### src/logic/lsu_defines.svh
// Widths, exception causes and memory depth for the RV32 load/store unit
// Only XLEN 32 is supported; the byte lane logic assumes four byte enables
// Cause codes follow the RISC-V mcause encoding for misaligned accesses

`ifndef LSU_DEFINES_SVH
`define LSU_DEFINES_SVH

// Datapath
`define LSU_XLEN 32
`define LSU_BE_BITS 4
`define LSU_IMM_BITS 12
`define LSU_TRANS_ID_BITS 3

// Exception causes
`define LSU_CAUSE_BITS 4
`define LSU_CAUSE_LD_MISALIGNED 4'd4
`define LSU_CAUSE_ST_MISALIGNED 4'd6

// Data memory depth in words
`define LSU_MEM_WORDS 64

`endif

### src/logic/lsu_pkg.sv
// Types shared by the load/store unit and its testbench
// The op enum fills all eight codes of its 3-bit field
`default_nettype none

`include "lsu_defines.svh"

package lsu_pkg;

  typedef enum logic [2:0] {
    LSU_LB,
    LSU_LBU,
    LSU_LH,
    LSU_LHU,
    LSU_LW,
    LSU_SB,
    LSU_SH,
    LSU_SW
  } lsu_op_e;

  // Issue request, as it arrives from the producer
  typedef struct packed {
    lsu_op_e                         op;
    logic [`LSU_XLEN-1:0]            operand_a;
    logic [`LSU_IMM_BITS-1:0]        imm;
    logic [`LSU_XLEN-1:0]            wdata;
    logic [`LSU_TRANS_ID_BITS-1:0]   trans_id;
  } lsu_req_t;

  // Decoded request, held in the one-entry buffer
  typedef struct packed {
    lsu_op_e                         op;
    logic [`LSU_XLEN-1:0]            addr;
    logic [`LSU_BE_BITS-1:0]         be;
    logic [`LSU_XLEN-1:0]            wdata;   // already in its byte lane
    logic [`LSU_TRANS_ID_BITS-1:0]   trans_id;
    logic                            misaligned;
  } lsu_ctrl_t;

  // Word-addressed data memory request
  typedef struct packed {
    logic [`LSU_XLEN-3:0]            addr;
    logic                            we;
    logic [`LSU_BE_BITS-1:0]         be;
    logic [`LSU_XLEN-1:0]            wdata;
  } mem_req_t;

  typedef struct packed {
    logic [`LSU_TRANS_ID_BITS-1:0]   trans_id;
    logic [`LSU_XLEN-1:0]            data;
    logic                            ex_valid;
    logic [`LSU_CAUSE_BITS-1:0]      cause;
  } lsu_result_t;

endpackage

`default_nettype wire

### src/logic/lsu_agu.sv
// Address generation for one memory instruction, purely combinational
// The immediate is the 12-bit I/S-type field and is sign-extended here
// Byte enables and store data are not meaningful when misaligned is set
`timescale 1ns/1ns
`default_nettype none

`include "lsu_defines.svh"

module lsu_agu (
  input  lsu_pkg::lsu_req_t  req_i,
  output lsu_pkg::lsu_ctrl_t ctrl_o
);

  localparam int unsigned ImmExtBits = `LSU_XLEN - `LSU_IMM_BITS;

  logic [`LSU_XLEN-1:0]    addr;
  logic [1:0]              size;
  logic [`LSU_BE_BITS-1:0] be_base;
  logic                    misaligned;

  assign addr = req_i.operand_a +
                {{ImmExtBits{req_i.imm[`LSU_IMM_BITS-1]}}, req_i.imm};

  // ------------------------------------------------------------------
  // Access size: 0 byte, 1 half, 2 word
  // ------------------------------------------------------------------
  always_comb begin
    unique case (req_i.op)
      lsu_pkg::LSU_LB, lsu_pkg::LSU_LBU, lsu_pkg::LSU_SB: size = 2'd0;
      lsu_pkg::LSU_LH, lsu_pkg::LSU_LHU, lsu_pkg::LSU_SH: size = 2'd1;
      default: size = 2'd2;
    endcase
  end

  always_comb begin
    unique case (size)
      2'd0:    be_base = 4'b0001;
      2'd1:    be_base = 4'b0011;
      default: be_base = 4'b1111;
    endcase
  end

  // Half needs bit 0 clear, word needs both low bits clear
  always_comb begin
    misaligned = 1'b0;
    if (size == 2'd1) begin
      misaligned = addr[0];
    end else if (size == 2'd2) begin
      misaligned = |addr[1:0];
    end
  end

  // ------------------------------------------------------------------
  // Decoded request
  // ------------------------------------------------------------------
  assign ctrl_o.op         = req_i.op;
  assign ctrl_o.addr       = addr;
  assign ctrl_o.be         = be_base << addr[1:0];
  // Store data moves up to the addressed byte lane
  assign ctrl_o.wdata      = req_i.wdata << {addr[1:0], 3'b000};
  assign ctrl_o.trans_id   = req_i.trans_id;
  assign ctrl_o.misaligned = misaligned;

endmodule

`default_nettype wire

### src/logic/lsu_ctrl.sv
// Request buffer and control FSM, one instruction in flight at a time
// Stores and misaligned accesses complete here, loads via the load unit
// The result port has no back-pressure; res_valid_o is a one-cycle pulse
`timescale 1ns/1ns
`default_nettype none

`include "lsu_defines.svh"

module lsu_ctrl (
  input  logic                          clk_i,
  input  logic                          rst_ni,
  input  logic                          req_valid_i,
  output logic                          req_ready_o,
  input  lsu_pkg::lsu_ctrl_t            agu_i,
  output logic                          mem_req_valid_o,
  input  logic                          mem_req_ready_i,
  output lsu_pkg::mem_req_t             mem_req_o,
  output logic                          ld_issue_o,
  output lsu_pkg::lsu_op_e              ld_op_o,
  output logic [1:0]                    ld_offset_o,
  output logic [`LSU_TRANS_ID_BITS-1:0] ld_trans_id_o,
  input  logic                          ld_done_i,
  input  lsu_pkg::lsu_result_t          ld_result_i,
  output logic                          res_valid_o,
  output lsu_pkg::lsu_result_t          res_o
);

  typedef enum logic [1:0] {
    ST_IDLE,
    ST_ISSUE,
    ST_WAIT_LD,
    ST_DONE
  } state_e;

  state_e               state_q, state_d;
  lsu_pkg::lsu_ctrl_t   buf_q;
  lsu_pkg::lsu_result_t local_res;
  logic                 is_store;
  logic                 req_accept;

  assign is_store = buf_q.op inside {lsu_pkg::LSU_SB, lsu_pkg::LSU_SH, lsu_pkg::LSU_SW};

  // Free again in the cycle the result leaves
  assign req_ready_o = (state_q == ST_IDLE) || (state_q == ST_DONE) ||
                       ((state_q == ST_WAIT_LD) && ld_done_i);
  assign req_accept  = req_valid_i && req_ready_o;

  // ------------------------------------------------------------------
  // FSM
  // ------------------------------------------------------------------
  always_comb begin
    state_d = state_q;
    unique case (state_q)
      ST_ISSUE: begin
        if (mem_req_ready_i) begin
          state_d = is_store ? ST_DONE : ST_WAIT_LD;
        end
      end
      ST_WAIT_LD: if (ld_done_i) state_d = ST_IDLE;
      ST_DONE:    state_d = ST_IDLE;
      default:    state_d = state_q;
    endcase
    // A new request overrides the return to idle
    if (req_accept) begin
      state_d = agu_i.misaligned ? ST_DONE : ST_ISSUE;
    end
  end

  always_ff @(posedge clk_i or negedge rst_ni) begin
    if (!rst_ni) begin
      state_q <= ST_IDLE;
    end else begin
      state_q <= state_d;
    end
  end

  always_ff @(posedge clk_i) begin
    if (req_accept) begin
      buf_q <= agu_i;
    end
  end

  // ------------------------------------------------------------------
  // Memory port and load hand-off
  // ------------------------------------------------------------------
  assign mem_req_valid_o = (state_q == ST_ISSUE);
  assign mem_req_o.addr  = buf_q.addr[`LSU_XLEN-1:2];
  assign mem_req_o.we    = is_store;
  assign mem_req_o.be    = buf_q.be;
  assign mem_req_o.wdata = buf_q.wdata;

  assign ld_issue_o    = mem_req_valid_o && mem_req_ready_i && !is_store;
  assign ld_op_o       = buf_q.op;
  assign ld_offset_o   = buf_q.addr[1:0];
  assign ld_trans_id_o = buf_q.trans_id;

  // Store or exception completion, faulting address goes in data
  assign local_res.trans_id = buf_q.trans_id;
  assign local_res.data     = buf_q.misaligned ? buf_q.addr : '0;
  assign local_res.ex_valid = buf_q.misaligned;
  assign local_res.cause    = !buf_q.misaligned ? '0 :
                              is_store ? `LSU_CAUSE_ST_MISALIGNED : `LSU_CAUSE_LD_MISALIGNED;

  assign res_valid_o = (state_q == ST_DONE) || ((state_q == ST_WAIT_LD) && ld_done_i);
  assign res_o       = (state_q == ST_WAIT_LD) ? ld_result_i : local_res;

endmodule

`default_nettype wire

### src/logic/lsu_load_unit.sv
// Tracks the single outstanding load and formats the returned word
// Expects exactly one mem_rsp_valid_i per issued load
// Result and done pulse are registered, one cycle after the response
`timescale 1ns/1ns
`default_nettype none

`include "lsu_defines.svh"

module lsu_load_unit (
  input  logic                          clk_i,
  input  logic                          rst_ni,
  input  logic                          issue_i,
  input  lsu_pkg::lsu_op_e              op_i,
  input  logic [1:0]                    offset_i,
  input  logic [`LSU_TRANS_ID_BITS-1:0] trans_id_i,
  input  logic                          mem_rsp_valid_i,
  input  logic [`LSU_XLEN-1:0]          mem_rdata_i,
  output logic                          done_o,
  output lsu_pkg::lsu_result_t          result_o
);

  lsu_pkg::lsu_op_e              op_q;
  logic [1:0]                    offset_q;
  logic [`LSU_TRANS_ID_BITS-1:0] trans_id_q;
  logic [`LSU_XLEN-1:0]          shifted;
  logic [`LSU_XLEN-1:0]          ld_data;

  always_ff @(posedge clk_i) begin
    if (issue_i) begin
      op_q       <= op_i;
      offset_q   <= offset_i;
      trans_id_q <= trans_id_i;
    end
  end

  // Addressed lane down to bit 0, then extend by op
  assign shifted = mem_rdata_i >> {offset_q, 3'b000};

  always_comb begin
    unique case (op_q)
      lsu_pkg::LSU_LB:  ld_data = {{24{shifted[7]}}, shifted[7:0]};
      lsu_pkg::LSU_LBU: ld_data = {24'b0, shifted[7:0]};
      lsu_pkg::LSU_LH:  ld_data = {{16{shifted[15]}}, shifted[15:0]};
      lsu_pkg::LSU_LHU: ld_data = {16'b0, shifted[15:0]};
      default:          ld_data = mem_rdata_i;
    endcase
  end

  always_ff @(posedge clk_i or negedge rst_ni) begin
    if (!rst_ni) begin
      done_o <= 1'b0;
    end else begin
      done_o <= mem_rsp_valid_i;
    end
  end

  always_ff @(posedge clk_i) begin
    if (mem_rsp_valid_i) begin
      result_o <= '{trans_id: trans_id_q, data: ld_data, ex_valid: 1'b0, cause: '0};
    end
  end

endmodule

`default_nettype wire

### src/logic/lsu_top.sv
// Top level of the simplified RV32 load/store unit
// Single data-memory port; loads get exactly one response, stores none
// One instruction in flight; the result port cannot stall
`timescale 1ns/1ns
`default_nettype none

`include "lsu_defines.svh"

module lsu_top (
  input  logic                 clk_i,
  input  logic                 rst_ni,
  // Issue port
  input  logic                 req_valid_i,
  output logic                 req_ready_o,
  input  lsu_pkg::lsu_req_t    req_i,
  // Data memory
  output logic                 mem_req_valid_o,
  input  logic                 mem_req_ready_i,
  output lsu_pkg::mem_req_t    mem_req_o,
  input  logic                 mem_rsp_valid_i,
  input  logic [`LSU_XLEN-1:0] mem_rdata_i,
  // Result port
  output logic                 res_valid_o,
  output lsu_pkg::lsu_result_t res_o
);

  lsu_pkg::lsu_ctrl_t            agu_ctrl;
  logic                          ld_issue;
  lsu_pkg::lsu_op_e              ld_op;
  logic [1:0]                    ld_offset;
  logic [`LSU_TRANS_ID_BITS-1:0] ld_trans_id;
  logic                          ld_done;
  lsu_pkg::lsu_result_t          ld_result;

  // ------------------------------------------------------------------
  // Datapath around the control
  // ------------------------------------------------------------------
  lsu_agu i_agu (
    .req_i  (req_i),
    .ctrl_o (agu_ctrl)
  );

  lsu_ctrl i_ctrl (
    .clk_i,
    .rst_ni,
    .req_valid_i,
    .req_ready_o,
    .agu_i          (agu_ctrl),
    .mem_req_valid_o,
    .mem_req_ready_i,
    .mem_req_o,
    .ld_issue_o     (ld_issue),
    .ld_op_o        (ld_op),
    .ld_offset_o    (ld_offset),
    .ld_trans_id_o  (ld_trans_id),
    .ld_done_i      (ld_done),
    .ld_result_i    (ld_result),
    .res_valid_o,
    .res_o
  );

  lsu_load_unit i_load_unit (
    .clk_i,
    .rst_ni,
    .issue_i         (ld_issue),
    .op_i            (ld_op),
    .offset_i        (ld_offset),
    .trans_id_i      (ld_trans_id),
    .mem_rsp_valid_i,
    .mem_rdata_i,
    .done_o          (ld_done),
    .result_o        (ld_result)
  );

endmodule

`default_nettype wire

### config.mk
export PLATFORM = sky130hd
export DESIGN_NAME = lsu_top
export DESIGN_NICKNAME = d
export VERILOG_FILES = /design/src/logic/lsu_pkg.sv /design/src/logic/lsu_agu.sv /design/src/logic/lsu_ctrl.sv /design/src/logic/lsu_load_unit.sv /design/src/logic/lsu_top.sv
export VERILOG_INCLUDE_DIRS = /design/src /design/src/logic
export SDC_FILE = /design/constraint.sdc
export NUM_CORES = 1
export LEC_CHECK = 0
export BUFFER_PORTS_ARGS = -buffer_cell sky130_fd_sc_hd__buf_2
export CAP_MARGIN = 20
export CORE_MARGIN = 4
export CORE_UTILIZATION = 54
export CTS_BUF_LIST = sky130_fd_sc_hd__clkbuf_2 sky130_fd_sc_hd__clkbuf_4 sky130_fd_sc_hd__clkbuf_8
export DETAILED_ROUTE_END_ITERATION = 16
export HOLD_SLACK_MARGIN = 0.06
export PLACE_DENSITY = 0.92
export SLEW_MARGIN = 25
export SYNTH_ARGS = -nofsm -noshare
export SYNTH_HDL_FRONTEND = slang
export SYNTH_SLANG_ARGS = --single-unit
### constraint.sdc
create_clock -name clk_i -period 3.76 [get_ports clk_i]
set_input_delay 1.128 -clock clk_i [delete_from_list [all_inputs] [get_ports clk_i]]
set_output_delay 1.128 -clock clk_i [all_outputs]
set_load 0.005 [all_outputs]
==> results of run 1 <==
[cell usage after synthesis, types with 3 or more instances]
cell        n  area share (%)
a22oi_1     8            0.79
o21bai_1    3            0.30
ha_1       34             5.6
and2_1     11            0.90
nand3_1    10            0.66
nand4_1     4            0.33
a21o_1     15             1.5
clkbuf_1   27             1.3
buf_1       5            0.25
nor2_1     45             2.2
a21oi_1    47             3.1
xor2_1      9             1.0
o21ai_0    42             2.8
nor2b_1    19             1.6
a211oi_1   15             1.5
o21a_1      5            0.49
a31oi_1     3            0.25
nor3_1      7            0.46
a21boi_0    5            0.49
edfxtp_1  118              46
and3_1      3            0.25
a22o_1     32             3.7
buf_4      70             6.9
o22ai_1     3            0.25
a221oi_1    4            0.46
xnor2_1    19             2.2
mux2_2      8             1.2
mux2i_1    21             2.8
inv_1      18            0.89
nand2b_1    7            0.57
dfrtp_1     3            0.98
nand2_1    88             4.3
buf_2       5            0.33
[where the power goes]
part	switching, mW	leakage [nW]	internal (mW)	total (mW)
registers	0.181	1.17	2.00	2.18
logic	1.08	2.61	0.802	1.89
clock network	0.477	0.211	0.642	1.12
total	1.74	3.99	3.44	5.18
[logic make-up after synthesis]
group | count (synthesis) | synth area share, %
other cells | 1 | 0.04919
compound gates | 197 | 17.30
simple gates | 206 | 12.51
flops | 121 | 47.46
mux | 29 | 3.939
fa+ha+maj | 35 | 5.843
xor+xnor | 28 | 3.217
buf+inv | 125 | 9.683
[flip-flops by register name, indices dropped and copies added (netlist names)]
signal                  count
i_ctrl.buf_q                1
i_ctrl.ld_offset_o          2
i_load_unit.result_o       35
i_load_unit.offset_q        2
i_ctrl.mem_req_o           66
i_load_unit.op_q            3
i_load_unit.trans_id_q      3
i_load_unit.done_o          1
i_ctrl.state_q              2
i_ctrl.ld_op_o              3
i_ctrl.ld_trans_id_o        3
[per-layer routing]
layer  vias up  track usage [%]
li1       2947                -
met1      2916            31.85
met2       286            40.10
met3        55            4.547
met4         0            11.74
met5         -                0
[worst max path at each step]
stage / startpoint / end / slack, ps / cells after the start
after global placement: req_i[35] / i_ctrl.mem_req_o[65] / 100 / 10
after global routing: i_ctrl.state_q[0] / res_o[26] / 300 / 6
final: i_ctrl.state_q[0] / res_o[26] / 430 / 6
after detailed placement: req_i[35] / i_ctrl.mem_req_o[65] / 80 / 10
after CTS: i_ctrl.state_q[0] / res_o[26] / 430 / 6
after floorplan: req_i[35] / i_ctrl.mem_req_o[65] / 400 / 9
[layout make-up]
class,instances,area (µm²),share of cell area (%)
inverters,18,67.56,0.7656
clock buffers,31,389.1,4.409
well taps,180,225.2,2.552
flip-flops and latches,121,3618,41.00
clock inverters,1,5.005,0.05671
repair buffers,238,1246,14.12
multi-input cells,497,3273,37.09
==> metrics.md, run 1 <==
| Metric | Value |
|---|---|
| Status | complete, no violations |
| Kind of critical path | reg -> out |
| Setup ws final | 432.7 ps |
| Maximum clock path buffer count | 2 |
| Internal reg-to-reg setup slack | 1370 ps |
| Hold EP | i_load_unit.result_o[37] |
| Clock Latency Late Sink | 430 ps |
| CP top delay family | buffers and inverters |
| Pwr/cell area | 587.5 nW/µm² |
| Chip Height | 126.8 µm |
| Largest net degree at the start of global routing | 78 |
| Top Layer Used | met4 |
| Max Freq | 300.5 MHz |
| Post-CTS Setup Inserts | 0 |
| Reg2reg path depth | 7 |
| CP Launch Type | register |
| Area post-placement | 8431 µm² |
| Drt first-iter violations | 426 |
| Routed Antenna Nets | 0 |
| Met1 wire length | 8095 µm |
| Diodes inserted | 0 |
| Yosys reg bits | 121 |
| Die Footprint | 16,080 µm² |
| Nets | 1,047 |
| Syn Inst Count | 742 |
| Commonest non-fill, non-tap cells in the layout | buf_2, edfxtp_1, nand2_1 |
| Worst hold margin | 427.5 ps |
| Asr flop ratio synth | 2.479% |
| Final setup TNS | 0 ps |
| Final Non-Filler Cells | 1,086 |
| Clock Tree Root | clkbuf_8 |
| I/O pins | 229 |
| Min cycle time layout | 3327 ps |
| R2R Path End | i_load_unit.result_o[31] |
| Synthesis Warnings | 0 |
| Vias after detailed routing | 6,204 |
| EDFF count, synth | 118 |
| RSZ-0062 raised after global routing | no |
| Pre-CTS WS | 76.21 ps |
| Final Skew | 6.980 ps |
| Total power | 5.184 mW |
| Top_reg_cell synth | edfxtp_1 |
| Worst Max-Slew Pin Slew | 841.5 ps |
| Number of global-route vias before repair | 6,024 |
| Wirelength per Cell | 18.77 µm |
| Hold WC Path Type | reg -> reg |
| Clock-pin transition on the worst setup and hold timing paths | 70 ps |
| Port bufs | 226 |
| Pre-antenna DRT Iters | 5 |
| Fin area | 8825 µm² |
| Placer Congestion | 0.9378 |
| Starting Density | 55.14% |
| Max-Cap Viols | 0 |
| Sequential share of the synthesized area | 47.46% |
| Rows | 43 |
| H-tree depth | 4 |
| Area growth syn-to-layout | 15.76% |
| Yosys cell types | 53 |
| Slowest CP cell | dfrtp_1 |
| Initial antenna violation count | 0 |
| Critical R2R Launch | i_load_unit.offset_q[0] |
| DRC Markers | 0 |
| Crit-path max cell delay | 400 ps |
| Final Core Density | 63.82% |
| Dpl cells | 1,054 |
| Worst Hold Launch | i_load_unit.trans_id_q[0] |
| CP cell instances | inv_1 -> ha_1 -> nor2b_2 -> buf_4 -> a22o_1 -> buf_2 |
| Final hold vios | 0 |
| Buf/Inv on CP | 3 |
| Peak VDD IR | 0.3642 mV |
| CTS Buf Count | 17 |
| Max-slew headroom | 43.90% |
| CP arrival | 2200 ps |
| Die Width | 126.8 µm |
| GRT overflow | 0 |
| Tcrit/Tclk final | 88.49% |
| CP required | 2630 ps |
| DR WL met3 | 1533 µm |
| Post-CTS resize count | 0 |
| First-pass GRT wire length | 31,060 µm |
| Synthesized cell area | 7624 µm² |
| CTS Sinks | 121 |
| Met2 wire len | 10,010 µm |
| Leakage | 3.991 nW |
| DR vias/cell | 5.713 |
| Number of fill cells in the layout | 1,134 |
| Core Area | 13,830 µm² |
| Worst Setup End Kind | primary output |
| GR Util All Layers | 24.62% |
| Commonest non-fill, non-tap cell in the layout | buf_2 |
| Final WL | 20,390 µm |
| Final Setup Violations | 0 |
| CTS tree | yes |
| Hold-critical path depth | 0 |
| Hold_buf cts | 0 |
| Post-DP HPWL | 15,550 µm |
| Largest fanout on the critical path | 28 |
| Layout cell share with drive strength beyond 1 | 31.46% |
| Max-slew violation count | 0 |
| Mean post-synth cell area | 10.27 µm² |
No activity file was read; power rests on OpenSTA's default activity.
==> run 2, diff against run 1 <==
CELL_PAD_IN_SITES_DETAIL_PLACEMENT = 1   (was unset)
CELL_PAD_IN_SITES_GLOBAL_PLACEMENT = 2   (was unset)
CORE_UTILIZATION = 33   (was 54)
==> run 2 against run 1 <==
Non-clock buffer count grew 7. Sequential power about the same. Critical path depth rose by 4. Critical path type is now in -> reg. Final area rose by 1.3%. Utilization down 24 points. Clock-buffer cell count shrank 9. Wire length up 19%. Maximum frequency down 0.11%. Highest routed layer unchanged. Setup slack worse by 3.8 ps. Critical endpoint is now i_ctrl.mem_req_o[61]. Register-to-register slack got worse by 540 ps. Hold slack improved by 7.2 ps.
==> metrics.md, run 2 (synthesized netlist as in run 1, its figures left out) <==
| Metric | Value |
|---|---|
| Clock-pin transition on the worst setup and hold timing paths | 70 ps |
| Rows | 55 |
| Final hold vios | 0 |
| Nets | 1,054 |
| I/O pins | 229 |
| Number of fill cells in the layout | 2,651 |
| CP top delay family | compound AO/OA/AOI/OAI gates |
| Initial antenna violation count | 5 |
| Pre-CTS WS | -20.19 ps |
| Critical path depth | 10 |
| Final Setup Violations | 0 |
| Final WL | 24,330 µm |
| Pre-antenna DRT Iters | 5 |
| Critical R2R Launch | i_ctrl.state_q[0] |
| Port bufs | 226 |
| R2R Path End | i_ctrl.ld_op_o[1] |
| Storage cell area | 3618 µm² |
| Leakage | 3.981 nW |
| DR vias/cell | 5.165 |
| Final Core Density | 39.38% |
| Tcrit/Tclk final | 88.59% |
| CTS tree | yes |
| Peak VDD IR | 0.2469 mV |
| Layout cell share with drive strength beyond 1 | 31.43% |
| Wirelength per Cell | 20.29 µm |
| CP required | 4000 ps |
| DRC Markers | 0 |
| Final Skew | 8.949 ps |
| Setup crit end | i_ctrl.mem_req_o[61] |
| Chip Height | 160.0 µm |
| Post-CTS resize count | 0 |
| Min cycle time layout | 3331 ps |
| Largest fanout on the critical path | 3 |
| First-pass GRT wire length | 36,670 µm |
| H-tree depth | 4 |
| Kind of critical path | in -> reg |
| Total power | 5.182 mW |
| Starting Density | 33.57% |
| Pwr/cell area | 579.5 nW/µm² |
| Fin area | 8942 µm² |
| CP Launch Type | primary input |
| CTS Sinks | 121 |
| Max Freq | 300.2 MHz |
| Commonest non-fill, non-tap cell in the layout | buf_2 |
| GR Util All Layers | 18.49% |
| Crit-path max cell delay | 420 ps |
| Multi-input gate area | 3276 µm² |
| Max reg flops | 66 |
| RSZ-0062 raised after global routing | no |
| Worst hold margin | 434.7 ps |
| CP cell instances | buf_2 -> ha_1 -> fa_1 -> a21o_1 -> a221o_1 -> a22oi_2 -> a21oi_1 -> and2_1 -> o211a_1 -> a211oi_1 |
| Setup ws final | 428.9 ps |
| Core Area | 22,710 µm² |
| Status | complete, no violations |
| GRT overflow | 0 |
| Hold WC Path Type | reg -> reg |
| Max-slew headroom | 37.97% |
| Area growth syn-to-layout | 17.30% |
| Max-Cap Viols | 0 |
| Final Non-Filler Cells | 1,199 |
| Reg2reg path depth | 7 |
| Max-slew violation count | 0 |
| Clock Tree Root | clkbuf_8 |
| Worst Max-Slew Pin Slew | 930.4 ps |
| Drt first-iter violations | 413 |
| Final setup TNS | 0 ps |
| Dpl cells | 1,166 |
| Post-CTS Setup Inserts | 0 |
| Maximum clock path buffer count | 2 |
| Area post-placement | 8606 µm² |
| Slowest CP cell | fa_1 |
| Commonest non-fill, non-tap cells in the layout | buf_2, edfxtp_1, nand2_1 |
| Internal reg-to-reg setup slack | 830 ps |
| Crit. Startpoint | req_i[35] |
| CTS Buf Count | 17 |
| Die Width | 160.0 µm |
| Buf/Inv on CP | 1 |
| Number of global-route vias before repair | 6,442 |
| Post-DP HPWL | 19,080 µm |
| Hold_buf cts | 0 |
| Clock Latency Late Sink | 440 ps |
| Largest net degree at the start of global routing | 43 |
| Routed Antenna Nets | 0 |
| Vias after detailed routing | 6,193 |
| CP arrival | 3570 ps |
| Die Footprint | 25,600 µm² |
| Placer Congestion | 0.9080 |
| Worst Setup End Kind | register |
==> run 2: changes by cell type in the layout (fill, tap and decap cells not counted), sizes merged <==
cell	previous run	this run
diode	0	4
buf	238	245
clkinv	1	7
clkbuf	31	22
inv	18	17
bufinv	0	1
==> run 2: worst min path at each step <==
stage	slack, ps	end	cells past startpoint	start
after floorplan	400	i_load_unit.result_o[37]	0	i_load_unit.trans_id_q[0]
after global placement	400	i_load_unit.result_o[37]	0	i_load_unit.trans_id_q[0]
after CTS	430	i_load_unit.op_q[2]	0	i_ctrl.ld_op_o[2]
after detailed placement	420	i_load_unit.result_o[39]	0	i_load_unit.trans_id_q[2]
after global routing	440	i_ctrl.state_q[1]	1	rst_ni
final	430	i_load_unit.result_o[38]	0	i_load_unit.trans_id_q[1]
==> run 2: area by class of cell <==
cell class	instances	share of cell area [%]
inverters	18	0.7696
multi-input cells	497	36.63
repair buffers	245	14.38
clock buffers	22	3.036
flip-flops and latches	121	40.46
diodes	4	0.1119
clock inverters	7	0.6156
well taps	285	3.988
==> run 2: worst register-to-register path: stages (launching register included) <==
cell and delay [ps]:
dfrtp_1 420, inv_1 80, ha_2 180, buf_4 430, a21o_1 200, nand2_1 90
clkinv_2 500, buf_4 640
==> run 2: where the power goes <==
part | total (mW) | internal (mW) | switching [mW] | leakage (nW)
Combinational | 1.96 | 0.803 | 1.15 | 2.64
Sequential | 2.19 | 2.00 | 0.191 | 1.17
Clock | 1.03 | 0.535 | 0.498 | 0.173
==> run 2: per-layer routing <==
metal	share of wire (%)	GRT usage, %
met4	3.5	7.274
met1	42	22.89
met5	0	0
met2	50	31.85
met3	4.4	3.587
